==> src/hdl/gpioPkg.sv <==
package gpioPkg;

    // ##############################
    // Bus geometry
    // ##############################
    localparam int busAddrWidth = 16;               // Byte address width
    localparam int portBytes    = 16;               // Address span of one port
    localparam int wordsPerPort = portBytes / 4;    // Register slots per port
    localparam int slotBits     = 2;                // Slot field in word address

    // ##############################
    // Enums
    // ##############################
    // Load/store width
    typedef enum logic [1:0] {
        sizeByte = 2'd0,                            // 8 bit
        sizeHalf = 2'd1,                            // 16 bit
        sizeWord = 2'd2                             // 32 bit
    } accessSize_e;

    // Word within one port
    typedef enum logic [1:0] {
        slotDataIn   = 2'd0,                        // Pin snapshot, read only
        slotEnable   = 2'd1,                        // Output enable per pin
        slotDataOut  = 2'd2,                        // Output data per pin
        slotReserved = 2'd3                         // Reads zero
    } regSlot_e;

    // ##############################
    // Structs
    // ##############################
    // One CPU request, single cycle strobe
    typedef struct packed {
        logic [busAddrWidth-1:0] addr;              // Byte address
        accessSize_e             size;              // Access width
        logic                    isSigned;          // Sign extend loads
        logic [31:0]             wrData;            // Store data, LSB aligned
        logic                    wrEn;              // Store strobe
        logic                    rdEn;              // Load strobe
    } busReq_t;

    // Lane write into the register block
    typedef struct packed {
        logic [busAddrWidth-3:0] wordAddr;          // Word address
        logic [3:0]              byteEn;            // Zero means no write
        logic [31:0]             data;              // Already on its lanes
    } laneWrite_t;

endpackage
==> src/hdl/busAccessUnit.sv <==
`timescale 1ns/1ps

module busAccessUnit #(
    parameter int portCount = 2
) (
    input  logic                               clk,
    input  logic                               rstn,
    input  gpioPkg::busReq_t                   req,
    input  logic [31:0]                        regData,
    output gpioPkg::laneWrite_t                lw,
    output logic [gpioPkg::busAddrWidth-3:0]   rdWordAddr,
    output logic                               rdEn,
    output logic [31:0]                        rdData,
    output logic                               rdValid,
    output logic                               accessError
);

    logic [1:0]            offset;                  // Byte offset in the word
    logic                  aligned;                 // Size and offset agree
    logic                  addrMapped;              // Address hits a port
    logic [3:0]            laneMask;                // Lanes touched by the access
    logic [31:0]           laneData;                // Store data replicated onto lanes
    logic [1:0]            ldOffset;                // Offset of the load in flight
    gpioPkg::accessSize_e  ldSize;                  // Size of the load in flight
    logic                  ldSigned;                // Sign flag of the load in flight
    logic [31:0]           ldShifted;               // Returned word moved down to bit 0

    // ##############################
    // Request decode
    // ##############################
    assign offset     = req.addr[1:0];
    assign addrMapped = int'(req.addr) < portCount * gpioPkg::portBytes;

    always_comb
    begin
        case (req.size)
            gpioPkg::sizeByte:
            begin
                aligned  = 1'b1;                    // Any offset
                laneMask = 4'b0001 << offset;
                laneData = {4{req.wrData[7:0]}};    // Same byte on every lane
            end
            gpioPkg::sizeHalf:
            begin
                aligned  = ~offset[0];              // Even offsets only
                laneMask = 4'b0011 << offset;
                laneData = {2{req.wrData[15:0]}};
            end
            gpioPkg::sizeWord:
            begin
                aligned  = (offset == 2'b00);
                laneMask = 4'b1111;
                laneData = req.wrData;
            end
            default:
            begin
                aligned  = 1'b0;                    // Undefined size counts as error
                laneMask = 4'b0000;
                laneData = req.wrData;
            end
        endcase
    end

    // Unmapped or misaligned stores never reach a lane
    assign lw.wordAddr = req.addr[gpioPkg::busAddrWidth-1:2];
    assign lw.byteEn   = (req.wrEn && aligned && addrMapped) ? laneMask : 4'b0000;
    assign lw.data     = laneData;

    // Unmapped loads still go through, the register block returns zero
    assign rdWordAddr = req.addr[gpioPkg::busAddrWidth-1:2];
    assign rdEn       = req.rdEn && aligned;

    // ##############################
    // Response timing
    // ##############################
    always_ff @(posedge clk or negedge rstn)
    begin
        if (!rstn)
        begin
            rdValid     <= 1'b0;
            accessError <= 1'b0;
        end
        else
        begin
            rdValid     <= rdEn;                    // Data comes back one edge later
            accessError <= (req.wrEn || req.rdEn) && !aligned;
        end
    end

    // Load attributes follow the read by one cycle
    always_ff @(posedge clk)
    begin
        if (rdEn)
        begin
            ldOffset <= offset;
            ldSize   <= req.size;
            ldSigned <= req.isSigned;
        end
    end

    // ##############################
    // Load alignment and extension
    // ##############################
    assign ldShifted = regData >> {ldOffset, 3'b000};

    always_comb
    begin
        case (ldSize)
            gpioPkg::sizeByte: rdData = {{24{ldSigned & ldShifted[7]}}, ldShifted[7:0]};
            gpioPkg::sizeHalf: rdData = {{16{ldSigned & ldShifted[15]}}, ldShifted[15:0]};
            default:           rdData = regData;   // Word load, no shift
        endcase
    end

    // A request is a load or a store, never both
    singleStrobe: assert property (@(posedge clk) disable iff (!rstn)
        !(req.wrEn && req.rdEn))
        else $error("Store and load strobe in the same cycle");

endmodule

==> config.mk <==
export PLATFORM = sky130hd
export DESIGN_NAME = busAccessUnit
export DESIGN_NICKNAME = d
export VERILOG_FILES = /design/src/hdl/gpioPkg.sv /design/src/hdl/busAccessUnit.sv
export SDC_FILE = /design/constraint.sdc
export NUM_CORES = 1
export LEC_CHECK = 0
export BUFFER_PORTS_ARGS = -buffer_cell sky130_fd_sc_hd__buf_2
export CAP_MARGIN = 5
export CORE_MARGIN = 2
export CORE_UTILIZATION = 35
export CTS_BUF_LIST = sky130_fd_sc_hd__clkbuf_16
export CTS_CLUSTER_DIAMETER = 150
export DETAILED_ROUTE_END_ITERATION = 8
export GPL_TIMING_DRIVEN = 0
export PLACE_DENSITY_LB_ADDON = 0.05
export SYNTH_ARGS = -nofsm -noshare
export SYNTH_HDL_FRONTEND = slang
export SYNTH_SLANG_ARGS = --single-unit
==> constraint.sdc <==
create_clock -name clk -period 2.2 [get_ports clk]
set_input_delay 0.33 -clock clk [delete_from_list [all_inputs] [get_ports clk]]
set_output_delay 0.33 -clock clk [all_outputs]
set_load 0.05 [all_outputs]
Word level (Yosys, flattened, before mapping)
Index checks and enable logic that the tools add are counted.
- register bits after elaboration: 7
- bits of input ports: 87
- output and inout bits: 99
- logic and storage cells: 29
- $lt $le $gt $ge: 1
- equal/unequal tests: 3
- shift operators: 3
- mux-type cells: 5
- bitwise gates (word level): 3
- reduce and logical (&&, ||, !) cells: 9
- operators with widths (kind ; number):
    case mux 32 bit (2 select lines) ; 2
    >> shifter 32 x 5 -> 16 bit ; 1
    less-than comparator 16 x 6 -> 1 bit (second input constant) ; 1
    case mux 4 bit (3 select lines) ; 1
    zero test 2 bit ; 3
    equality test 2 x 1 -> 1 bit (second input constant) ; 2
    logical AND 1 bit ; 4
    2-to-1 mux 4 bit ; 1
    << shifter 1 x 2 -> 4 bit (first input constant) ; 1
    << shifter 2 x 2 -> 4 bit (first input constant) ; 1
    case mux 1 bit (3 select lines) ; 1
    bitwise AND 1 bit ; 2
    equality test 2 bit (second input constant) ; 1
    zero test 1 bit ; 1
    logical OR 1 bit ; 1
    NOT 1 bit ; 1

Logic depth before layout (Yosys ltp)
- depth after elaboration: 5
- depth in mapped cells: 5
- mapped depth without buffers: 3

Worst setup path before layout
No wires, ideal clock.
- kind: input-to-output
- start point: in req[52] (netlist name)
- end point: out lw[32] (netlist name)
- arrival: 3.169 ns
- data required time: 1.870 ns
- path slack: -1.299 ns
- cell stages on the path: 3
- buffers on the path: 0
- path through: nor4b_1 -> nand3_1 -> a2111oi_0
- RTL lines (element ; RTL line ; source):
    start: declaration ; busAccessUnit.sv:8 ; input gpioPkg::busReq_t req,
    end: declaration ; busAccessUnit.sv:10 ; output gpioPkg::laneWrite_t lw,

Worst setup path in the final report
- start point: reg ldOffset[1]
- end point: out rdData[17]
- word-level cells in the longest chain between the ends: 3
- elaborated cells on any way between the ends: 4
- those cells by class: 1 x shift; 1 x mux; 2 x bitwise
- ends and longest elaborated chain (element ; RTL line ; source):
    start: declaration ; busAccessUnit.sv:23 ; logic [1:0] ldOffset;
    start signal: assignment ; busAccessUnit.sv:95 ; ldOffset <= offset;
    >> shifter 32 x 5 -> 16 bit (*) ; busAccessUnit.sv:104 ; assign ldShifted = regData >> {ldOffset, 3'b000};
    bitwise AND 1 bit (on tied branches) ; busAccessUnit.sv:110, busAccessUnit.sv:109 ;
    case mux 32 bit (2 select lines) (*) ; busAccessUnit.sv:108 ; case (ldSize)
    end: declaration ; busAccessUnit.sv:13 ; output logic [31:0] rdData,
Every way passes the cells marked *; elsewhere a longest branch is shown, timed or not.

==> flow_summary_export.csv <==
group,metric,value,unit
floorplanning,die-area,5240,µm²
logic_synthesis,ys_seq_area_share,12.2,%
route,wl_per_cell,14.8,µm
route,dr.pass1.iters,4,
timing,holdWs,281,ps
placement,place.gp.congestion,0.843,
logic_synthesis,syn_inst,212,
worst_setup_path,critPathMaxFanout,5,
finish,drive_above_1_share,70.0,%
timing,worst-slew-pin-transition,669,ps
global_route,grt_overflow_total,0,
timing,rsz0062_at_grt,"yes",
worst_setup_path,path_delay_family,"multiplexers",
finish,layoutNonFillerInstCount,458,
placement,pre_cts_slack,-373,ps
timing,fin_ws,-117,ps
finish,area_growth,87.8,%
worst_setup_path,cp_slowest_cell,"mux4_2",
worst_setup_path,worstSetupEndpointType,"output port",
placement,place_inst,446,
global_route,grt_pass1_wl,10.0,mm
worst_setup_path,critPathKind,"flip-flop to output port",
route,detail-route-antenna-nets,0,
floorplanning,num_io_pins,186,
worst_setup_path,crit_top_cell,"buf_6",
worst_setup_path,required,1870,ps
finish,final_util,69.6,%
timing,finalCriticalPeriod,2320,ps
finish,nFillCells,388,
logic_synthesis,syn_area_per_cell,7.71,µm²
pwr,p_leak,1.64,nW
floorplanning,dieWidth,72.4,µm
floorplanning,core,4410,µm²
timing,setup_viol,23,
worst_setup_path,crit_chain,"mux4_2 -> a221oi_4 -> buf_6 -> buf_6 -> o22ai_2 -> buf_6",
route,drc,0,
finish,multi_input_area,1220,µm²
floorplanning,initial_utilization,37.0,%
flow_run,drv_cap,0,
finish,n_antenna_cell,0,
timing,slew_viol_final,0,
route,drt_wl_total,6.77,mm
pwr,total_power,1.72,mW
finish,seq_area,200,µm²
pwr,cellPowerDensity,561,nW/µm²
floorplanning,die_h,72.4,µm
worst_setup_path,cp.arrival,1990,ps
logic_synthesis,ys_ff_latch,7,
finish,finalInstanceArea,3070,µm²
global_route,antenna_found_initial,0,
clocking,clock-sinks,7,
timing,clock.fmax,432,MHz
floorplanning,rows,24,
hold_path,hold_path_class,"input port to flip-flop",
outcome,violations,"negative setup slack",
global_route,grt_pass1_vias,2241,
timing,slew_headroom,55.4,%
finish,nNetsFinal,494,
pwr,vdd_ir_drop_max,395,µV
logic_synthesis,ys.warnings.count,0,
global_route,grt_max_degree,11,
clocking,path_clk_slew,30,ps
timing,setup_tns,-1570,ps
clocking,cts_buffers,3,
logic_synthesis,syn-cell-area,1640,µm²
clocking,cts_max_path_buffers,2,
worst_setup_path,critPathMaxStageDelay,560,ps
clocking,tritoncts,"built",
logic_synthesis,syn_nets,299,
worst_setup_path,startpoint_type,"flip-flop",
timing,finalCritPeriodShare,105,%
clocking,cts_root_buffer,"clkbuf_16",
clocking,htree_levels,1,
placement,placed_cell_area,2710,µm²
worst_setup_path,crit_buf_inv,3,
route,num_vias,2311,
timing,hold_violations,0,
placement,io_buffers,182,
placement,dp_hpwl,5.18,mm
route,first_iter_violations,112,
outcome,status,"complete, but fails checks",
route,via_per_inst,5.05,
global_route,grt_usage,23.6,%
logic_synthesis,synth.distinct_cells,35,
[Yosys cell counts]
library cell   n  area share [%]
buf_4         36              17
nand2_1       29             6.7
mux2_2        17              12
o21ai_0       16             4.9
mux2i_1       15             9.2
clkbuf_1      11             2.5
inv_1         11             2.5
o221a_2        7             4.8
o22ai_1        7             2.7
o31ai_1        7             3.2
a21oi_1        6             1.8
a22o_1         6             3.2
o2bb2ai_1      6             3.2
edfxtp_1       5             9.2
buf_2          3            0.92
nor2b_1        3             1.1
o21ai_1        3            0.92
a2bb2oi_1      2             1.1
dfrtp_1        2             3.1
nand3_1        2            0.61
nor2_1         2            0.46
nor4_1         2            0.76
o21bai_1       2            0.92
a2111oi_0      1            0.54
a211oi_1       1            0.46
a21o_1         1            0.46
a221oi_4       1             1.6
and4b_1        1            0.61
buf_6          1            0.69
mux4_2         1             1.4
nand2b_1       1            0.38
nor3_1         1            0.31
nor4b_1        1            0.54
o2111ai_1      1            0.54
o21a_1         1            0.46
[metal layers]
layer | share of wire, % | GRT usage, %
met1 | 36 | 25.7
met2 | 53 | 46.1
met3 | 8.6 | 3.89
met4 | 2.3 | 7.13
met5 | 0 | 0
[layout make-up]
type                       count  area share [%]
multi-input combinational    143            39.7
sequential                     7            6.52
tap                           52            2.12
clock inverter                 1           0.122
timing repair buffer         191            36.7
inverter                      11            1.34
clock buffer                   3            2.44
buffer                        50            11.0
[placed cells by master (no fill, tap or decap), types with 6 or more instances in the layout]
cell       count
o221a_2        7
buf_6         21
inv_1         12
o21ai_0        6
o21ai_1       12
o2bb2ai_1      6
mux2_2        17
buf_2        162
a22o_1         6
nand2_1       29
o31ai_4        6
clkbuf_1       6
o22ai_2        7
mux2i_1       15
buf_4         46
[power breakdown]
part / switching (mW) / internal [mW]
logic: 0.832 / 0.424
clock network: 0.0689 / 0.236
registers: 0.00686 / 0.154
[flip-flops by register name (all words and copies together) (netlist names)]
signal and count:
ldSigned 1, rdValid 1, ldOffset 2, ldSize 2
accessError 1
[timing repair]
item,CTS,global route
buffers inserted,5,2
hold buffers,1,0
cloned,1,0
pin swaps,2,1
endpoints found under the setup margin,40,39
endpoints found under the hold margin,2,0
resized for setup,57,7
[final timing paths]
path	from	end	slack, ps	depth (start not counted)
max in group asynchronous	rstn	rdValid$_DFF_PN0_	1680	2
setup / recovery	ldOffset[1]$_DFFE_PP_	rdData[17]	-120	6
min in group asynchronous	rstn	accessError$_DFF_PN0_	420	2
hold / removal	req[34]	ldSigned$_DFFE_PP_	280	1
[cells by family after synthesis]
logic type	share of synthesized area, %
mux	22.3
compound gates	30.8
buf+inv	23.2
simple gates	11.5
flops	12.2
Power figures use the tool's default switching activity.
