--- config.mk ---
export PLATFORM = sky130hd
export DESIGN_NAME = gpioRegs
export DESIGN_NICKNAME = d
export VERILOG_FILES = /design/src/hdl/gpioPkg.sv /design/src/hdl/gpioRegs.sv
export SDC_FILE = /design/constraint.sdc
export NUM_CORES = 1
export LEC_CHECK = 0
export BUFFER_PORTS_ARGS = -buffer_cell sky130_fd_sc_hd__buf_2
export CORE_MARGIN = 2
export CORE_UTILIZATION = 45
export CTS_BUF_LIST = sky130_fd_sc_hd__clkbuf_4 sky130_fd_sc_hd__clkbuf_8 sky130_fd_sc_hd__clkbuf_16
export DETAILED_ROUTE_END_ITERATION = 10
export GPL_TIMING_DRIVEN = 0
export PLACE_DENSITY = 0.72
export SYNTH_ARGS = -nofsm -noshare
export SYNTH_HDL_FRONTEND = slang
export SYNTH_SLANG_ARGS = --single-unit
--- constraint.sdc ---
create_clock -name clk -period 1.4 [get_ports clk]
set_clock_uncertainty 0.1 [all_clocks]
set_input_delay 0.21 -clock clk [delete_from_list [all_inputs] [get_ports clk]]
set_output_delay 0.21 -clock clk [all_outputs]
set_load 0.01 [all_outputs]
--- src/hdl/gpioPkg.sv ---
package gpioPkg;

    // ##############################
    // Bus geometry
    // ##############################
    localparam int busAddrWidth = 16;               // Byte address width
    localparam int portBytes    = 16;               // Address span of one port
    localparam int wordsPerPort = portBytes / 4;    // Register slots per port
    localparam int slotBits     = 2;                // Slot field in word address

    // ##############################
    // Enums
    // ##############################
    // Load/store width
    typedef enum logic [1:0] {
        sizeByte = 2'd0,                            // 8 bit
        sizeHalf = 2'd1,                            // 16 bit
        sizeWord = 2'd2                             // 32 bit
    } accessSize_e;

    // Word within one port
    typedef enum logic [1:0] {
        slotDataIn   = 2'd0,                        // Pin snapshot, read only
        slotEnable   = 2'd1,                        // Output enable per pin
        slotDataOut  = 2'd2,                        // Output data per pin
        slotReserved = 2'd3                         // Reads zero
    } regSlot_e;

    // ##############################
    // Structs
    // ##############################
    // One CPU request, single cycle strobe
    typedef struct packed {
        logic [busAddrWidth-1:0] addr;              // Byte address
        accessSize_e             size;              // Access width
        logic                    isSigned;          // Sign extend loads
        logic [31:0]             wrData;            // Store data, LSB aligned
        logic                    wrEn;              // Store strobe
        logic                    rdEn;              // Load strobe
    } busReq_t;

    // Lane write into the register block
    typedef struct packed {
        logic [busAddrWidth-3:0] wordAddr;          // Word address
        logic [3:0]              byteEn;            // Zero means no write
        logic [31:0]             data;              // Already on its lanes
    } laneWrite_t;

endpackage
--- src/hdl/gpioRegs.sv ---
`timescale 1ns/1ps

module gpioRegs #(
    parameter int portCount = 2
) (
    input  logic                               clk,
    input  logic                               rstn,
    input  gpioPkg::laneWrite_t                lw,
    input  logic [gpioPkg::busAddrWidth-3:0]   rdWordAddr,
    input  logic                               rdEn,
    input  logic [portCount*32-1:0]            pinSync,
    output logic [31:0]                        regData,
    output logic [portCount*32-1:0]            pinEnable,
    output logic [portCount*32-1:0]            pinOut
);

    localparam int portIdxWidth = gpioPkg::busAddrWidth - 2 - gpioPkg::slotBits;
    localparam int mappedWords  = portCount * gpioPkg::wordsPerPort;

    logic [portIdxWidth-1:0]  wrPort;               // Port selected by the store
    gpioPkg::regSlot_e        wrSlot;               // Slot selected by the store
    logic                     wrMapped;             // Store address inside the map
    logic [portIdxWidth-1:0]  rdPort;               // Port selected by the load
    gpioPkg::regSlot_e        rdSlot;               // Slot selected by the load
    logic                     rdMapped;             // Load address inside the map
    logic [portCount*32-1:0]  dataInQ;              // Data-in snapshot of all ports
    logic [31:0]              readWord;             // Selected word before the read flop

    // ##############################
    // Address split
    // ##############################
    assign wrPort   = lw.wordAddr[gpioPkg::busAddrWidth-3:gpioPkg::slotBits];
    assign wrSlot   = gpioPkg::regSlot_e'(lw.wordAddr[gpioPkg::slotBits-1:0]);
    assign wrMapped = int'(lw.wordAddr) < mappedWords;

    assign rdPort   = rdWordAddr[gpioPkg::busAddrWidth-3:gpioPkg::slotBits];
    assign rdSlot   = gpioPkg::regSlot_e'(rdWordAddr[gpioPkg::slotBits-1:0]);
    assign rdMapped = int'(rdWordAddr) < mappedWords;

    // ##############################
    // Control registers
    // ##############################
    // Enable and output data, one lane at a time
    always_ff @(posedge clk or negedge rstn)
    begin
        if (!rstn)
        begin
            pinEnable <= '0;                        // All pins released
            pinOut    <= '0;
        end
        else
        begin
            for (int p = 0; p < portCount; p++)
            begin
                for (int b = 0; b < 4; b++)
                begin
                    if (wrMapped && int'(wrPort) == p && lw.byteEn[b])
                    begin
                        if (wrSlot == gpioPkg::slotEnable)
                            pinEnable[p*32+b*8 +: 8] <= lw.data[b*8 +: 8];
                        else if (wrSlot == gpioPkg::slotDataOut)
                            pinOut[p*32+b*8 +: 8] <= lw.data[b*8 +: 8];
                        // Data-in and reserved slots ignore stores
                    end
                end
            end
        end
    end

    // ##############################
    // Snapshot and read path
    // ##############################
    always_comb
    begin
        readWord = '0;                              // Unmapped reads return zero
        for (int p = 0; p < portCount; p++)
        begin
            if (rdMapped && int'(rdPort) == p)
            begin
                case (rdSlot)
                    gpioPkg::slotDataIn:   readWord = dataInQ[p*32 +: 32];
                    gpioPkg::slotEnable:   readWord = pinEnable[p*32 +: 32];
                    gpioPkg::slotDataOut:  readWord = pinOut[p*32 +: 32];
                    gpioPkg::slotReserved: readWord = '0;
                endcase
            end
        end
    end

    always_ff @(posedge clk)
    begin
        dataInQ <= pinSync;                         // Refreshed every cycle
        if (rdEn)
            regData <= readWord;                    // Held until the next load
    end

    // The access unit must have dropped stores outside the map
    lanesMapped: assert property (@(posedge clk) disable iff (!rstn)
        (lw.byteEn != 4'b0000) |-> wrMapped)
        else $error("Lane write to unmapped word address %0h", lw.wordAddr);

endmodule

# Yosys cells after proc, flatten, opt, wreduce, memory -nomap -nowiden
# Cells that the tools add are included.
# W data, S select, Z words.
# totals
mem_bits_rw	0
ff_bits	224
elab_cells	63
latchBits	0
memories	0
inputBits	131
romBits	0
out_inout_bits	160
# classes
add_sub_neg	0
n_lt_le_gt_ge	2
n_eq_ne	7
reduce_logical	31
multipliers	0
muxes	4
div_mod_pow	0
n_bitwise	1
shift	0
# op_table
op	n
$pmux W32 S4	2
$mux W32	2
$lt A14 B4 Y1 const B	2
$eq A12 B2 Y1 const B	2
$logic_not A12 Y1	2
$reduce_and A3 Y1	8
$reduce_and A2 Y1	8
$logic_and A1 B1 Y1	12
$eq A2 B2 Y1 const B	3
$eq A2 B1 Y1 const B	2
$logic_not A2 Y1	1
$not A1 Y1	1

# Logic depth before layout (Yosys ltp)
# logic_depth
depth_word	4
ltp_mapped	5
depth_no_buf	3

# Least setup slack after synthesis
# Ideal clock, no wire load.
# synth_timing
kind	input to register
startpoint	input lw[49] (netlist name)
endpoint	register pinEnable[0]
arrival_time_ns	1.971
n_path_buf	2
setup_slack_ns	-0.795
setup_ns	0.125
required_ns	1.175
path_stages	5
path_cell_list	or4_1 -> buf_2 -> buf_6 -> nor4_4 -> mux2_2
# synth_between
elab_chain_cells	4
elab_cells_between_ends	5
cone_classes	order compare (1); reduce/logical (4)
# synth_lines
element	line_no	text
start: declaration	gpioRegs.sv:8	input gpioPkg::laneWrite_t lw,
$lt A14 B4 Y1 or $logic_not A12 Y1 (tied branches)	gpioRegs.sv:34, gpioRegs.sv:57	
$logic_and A1 B1 Y1 * (2 in series)	gpioRegs.sv:57	if (wrMapped && int'(wrPort) == p && lw.byteEn[b])
$reduce_and A2 Y1 (no source line) *	n/a	
end signal: indexed assignment	gpioRegs.sv:60	pinEnable[p*32+b*8 +: 8] <= lw.data[b*8 +: 8];
end: declaration	gpioRegs.sv:13	output logic [portCount*32-1:0] pinEnable,
# Mark *: on every way between the ends. The rest lies on a longest branch, timed or not.
# A chain may end at the register's enable or synchronous reset.

# Worst setup path after layout
# layout_timing
startpoint	input lw[39] (netlist name)
endpoint	register pinOut[37]
# layout_between
elab_chain_cells	4
elab_cells_between_ends	5
cone_classes	order compare (1); eq/ne (1); reduce/logical (3)
# layout_lines
element	line_no	text
$lt A14 B4 Y1 or $eq A12 B2 Y1 (tied branches)	gpioRegs.sv:34, gpioRegs.sv:57	
$logic_and A1 B1 Y1 * (2 in series)	gpioRegs.sv:57	
$reduce_and A3 Y1 (no source line) *	n/a	
end signal: indexed assignment	gpioRegs.sv:62	pinOut[p*32+b*8 +: 8] <= lw.data[b*8 +: 8];
end: declaration	gpioRegs.sv:14	output logic [portCount*32-1:0] pinOut
# Marks and branches as above.

==> reports/qor.txt <==
number of DRC violations after detailed routing = 0
post-synthesis instance area = 9010 um^2
Post-Syn Instances = 590
Initial Utilization = 46.1%
multiplexer area fraction after synthesis = 23.1%
sw frac = 21.7%
Unique masters post-synth = 22
via count of the first global-routing pass = 7633
switching power = 3.14 mW
final WL = 29800 um
iteration-0 DRC count of the detailed router = 425
portion of the clock cycle consumed by the worst path in the final layout = 118%
CP Class = in -> reg
Cell Count Post-Placement = 1146
post-detailed-route count of antenna-violating nets = 0
number of top-level design ports = 291
final standard cell count with taps included and fillers excluded = 1391
most common cell after layout, fill and taps aside = sky130_fd_sc_hd__buf_2
Rel. slew slack = 36.1%
CP Data Required Time = 1.70 ns
shortest clock period the worst path allows after layout = 1.65 ns
fillcell total = 1213
worst slack at placement = -1.28 ns
mean instance size in the synthesized netlist = 15.3 um^2
type of element capturing the critical path = flip-flop
Final Wtd Congestion = 0.771
placement row count = 51
Ys Warns = 0
Total Routing Usage GR = 26.5%
CTS Sinks = 224
count of buffers inserted at the top-level ports = 290
clock latency on the worst-skew pair = 0.52 ns
highest clock rate = 0.605 GHz
DR pass1 iterations = 5
post-synthesis compound-gate area fraction = 8.44%
part of the total power dissipated in sequential elements = 46.5%
share of power burned in combinational logic = 8.2%
number of nets produced by synthesis = 721
Static Leakage = 7.34 nW
simple-gate area share of the yosys netlist = 6.28%
Internal = 11.3 mW
fraction of layout instances using a drive strength above 1 = 55.9%
commonest non-fill, non-tap cells in the layout = sky130_fd_sc_hd__buf_2 (274), sky130_fd_sc_hd__mux2_4 (128), sky130_fd_sc_hd__dfrtp_1 (128)
share of total power in the clock network = 45.2%
first-pass GRT wire length = 44200 um
total gr overflow = 0
HP Class = in -> async
half-perimeter wire length after placement = 17600 um
final layout net count = 1237
Setup violations, final = 129
post-route worst setup slack = -0.254 ns
count of final max-slew check failures = 0
cell chain of the critical path = buf_6, or4_4, buf_4, nor4_4, buf_12, mux2_4
Worst Tran Pin Value = 0.959 ns
Max Root-Sink Buffers = 3
kind of cell adding the most delay to the critical path = simple AND/OR/NAND/NOR gates
largest family of logic cells by synthesized area = multiplexers
fraction of the mapped netlist area in adder cells = 0%
WP buf/inv = 3
Avg WL per Cell = 21.4 um
synthesized-area fraction occupied by xor and xnor cells = 0%
via count = 7421
Crit-path slowest cell = sky130_fd_sc_hd__or4_4
sequential area share after synthesis = 60.4%
Die Y = 146 um
initial antenna violation count = 3
post-DR vias/cell = 5.34
total power divided by cell area = 1000 nW/um^2
Std-Cell Core Area = 19500 um^2
register clock-pin slew on the reported worst setup and hold paths = 0.06 ns
pin count of the biggest net entering global routing = 76
floorplan die width = 146 um
area enclosed by the die boundary = 21200 um^2
Clock H-tree levels = 1
final instance area = 14400 um^2
Num CTS Buffers = 24
element type at the critical path start = primary input
max-cap check violation count = 0
worst vdd rail ir drop = 859 uV
Placed Area = 11100 um^2
final hold violation count = 0
synthesis-stage register bit count = 224
Critical Path Max Stage Delay = 0.63 ns
synth-to-layout area growth = 60.3%
arrival time at the worst endpoint = 1.95 ns
critical path peak fanout = 8
Clock Root Buffer = sky130_fd_sc_hd__clkbuf_16
violations in the final reports = setup timing
sum of negative setup slack = -24.14 ns
TritonCTS clock tree = built
RSZ-0062 raised after global routing = true
outcome = finished with violations
routing by layer:
metal,vias up,wire [um],global-route usage (%)
met4,2,836,6.76
met2,313,14800,45.6
li1,3317,-,-
met3,59,1880,5.80
met1,3730,12300,34.3
met5,-,13,0
cells by family after synthesis:
family,after synthesis
muxes,192
DFF,224
and+or+nand+nor,42
AOI/OAI and AO/OA,96
buffers and inverters,36
repair_timing:
item / in CTS / in global routing
pin swaps: 17 / 9
gates resized for setup: 94 / 62
buffers inserted: 34 / 68
setup endpoints to repair: 176 / 244
hold buffers: 97 / 0
cloned: 1 / 1
endpoints found under the hold margin: 245 / 0
through the flow:
stage / hold slack, ns / util (%) / power, mW
after global placement: 0.214 / 56.7 / 7.72
after CTS: 0.130 / 70.2 / 14.5
after detailed placement: 0.109 / 56.9 / 7.74
after floorplan: -0.186 / - / 7.26
final: 0.117 / 74.0 / 14.5
after global routing: 0.144 / 74.0 / 14.9
power groups by stage:
stage	logic [mW]	clock network (mW)	registers (mW)
after global placement	0.860	0	6.86
after global routing	1.27	6.90	6.75
after CTS	1.12	6.65	6.74
final	1.19	6.56	6.74
after floorplan	0.393	0	6.87
after detailed placement	0.879	0	6.86
registers in the layout, summed over array words and instances, names as in the netlist:
name       cells
dataInQ       64
pinEnable     64
pinOut        64
regData       32
worst reg2reg max path, stage by stage, from the launching register on:
cell	delay, ns
sky130_fd_sc_hd__dfrtp_1	0.41
sky130_fd_sc_hd__buf_4	0.15
sky130_fd_sc_hd__mux2i_1	0.17
sky130_fd_sc_hd__a2bb2oi_1	0.18
sky130_fd_sc_hd__o22ai_1	0.09
final cells by class:
class | instances | area [um^2] | share of cell area (%)
Antenna cell | 2 | 5.00 | 0.0347
Buffer | 34 | 294 | 2.04
Clock buffer | 40 | 788 | 5.46
Clock inverter | 4 | 50.0 | 0.347
Multi-Input combinational cell | 330 | 3960 | 27.4
Sequential cell | 224 | 5450 | 37.7
Tap cell | 265 | 332 | 2.30
Timing Repair Buffer | 492 | 3570 | 24.7
Yosys cell counts (all sizes together):
library cell / number / share of area, %
dfrtp: 128 / 36
mux2: 128 / 16
a2bb2oi: 64 / 6.2
dfxtp: 64 / 14
mux2i: 64 / 7.1
edfxtp: 32 / 11
o22ai: 32 / 2.2
clkbuf: 21 / 0.87
nor4: 19 / 4.0
buf: 15 / 0.87
nand4b: 8 / 0.78
or4bb: 8 / 1.0
nand3: 2 / 0.11
or4: 2 / 0.17
nor2b: 1 / 0.069
nor4b: 1 / 0.097
or3: 1 / 0.069
worst paths after layout:
path,start,cells after the start,to,slack [ns]
setup / recovery,lw[39],6,pinOut[37],-0.25
hold / removal,rstn,2,pinOut[43],0.12
setup reg to reg,pinOut[37],4,regData[5],0.04
hold reg to reg,pinOut[32],1,pinOut[32],0.44
max in group asynchronous,rstn,3,pinOut[24],0.33
min in group clk,rdWordAddr[3],4,regData[31],0.14
No activity file was read; power rests on OpenSTA's default activity.
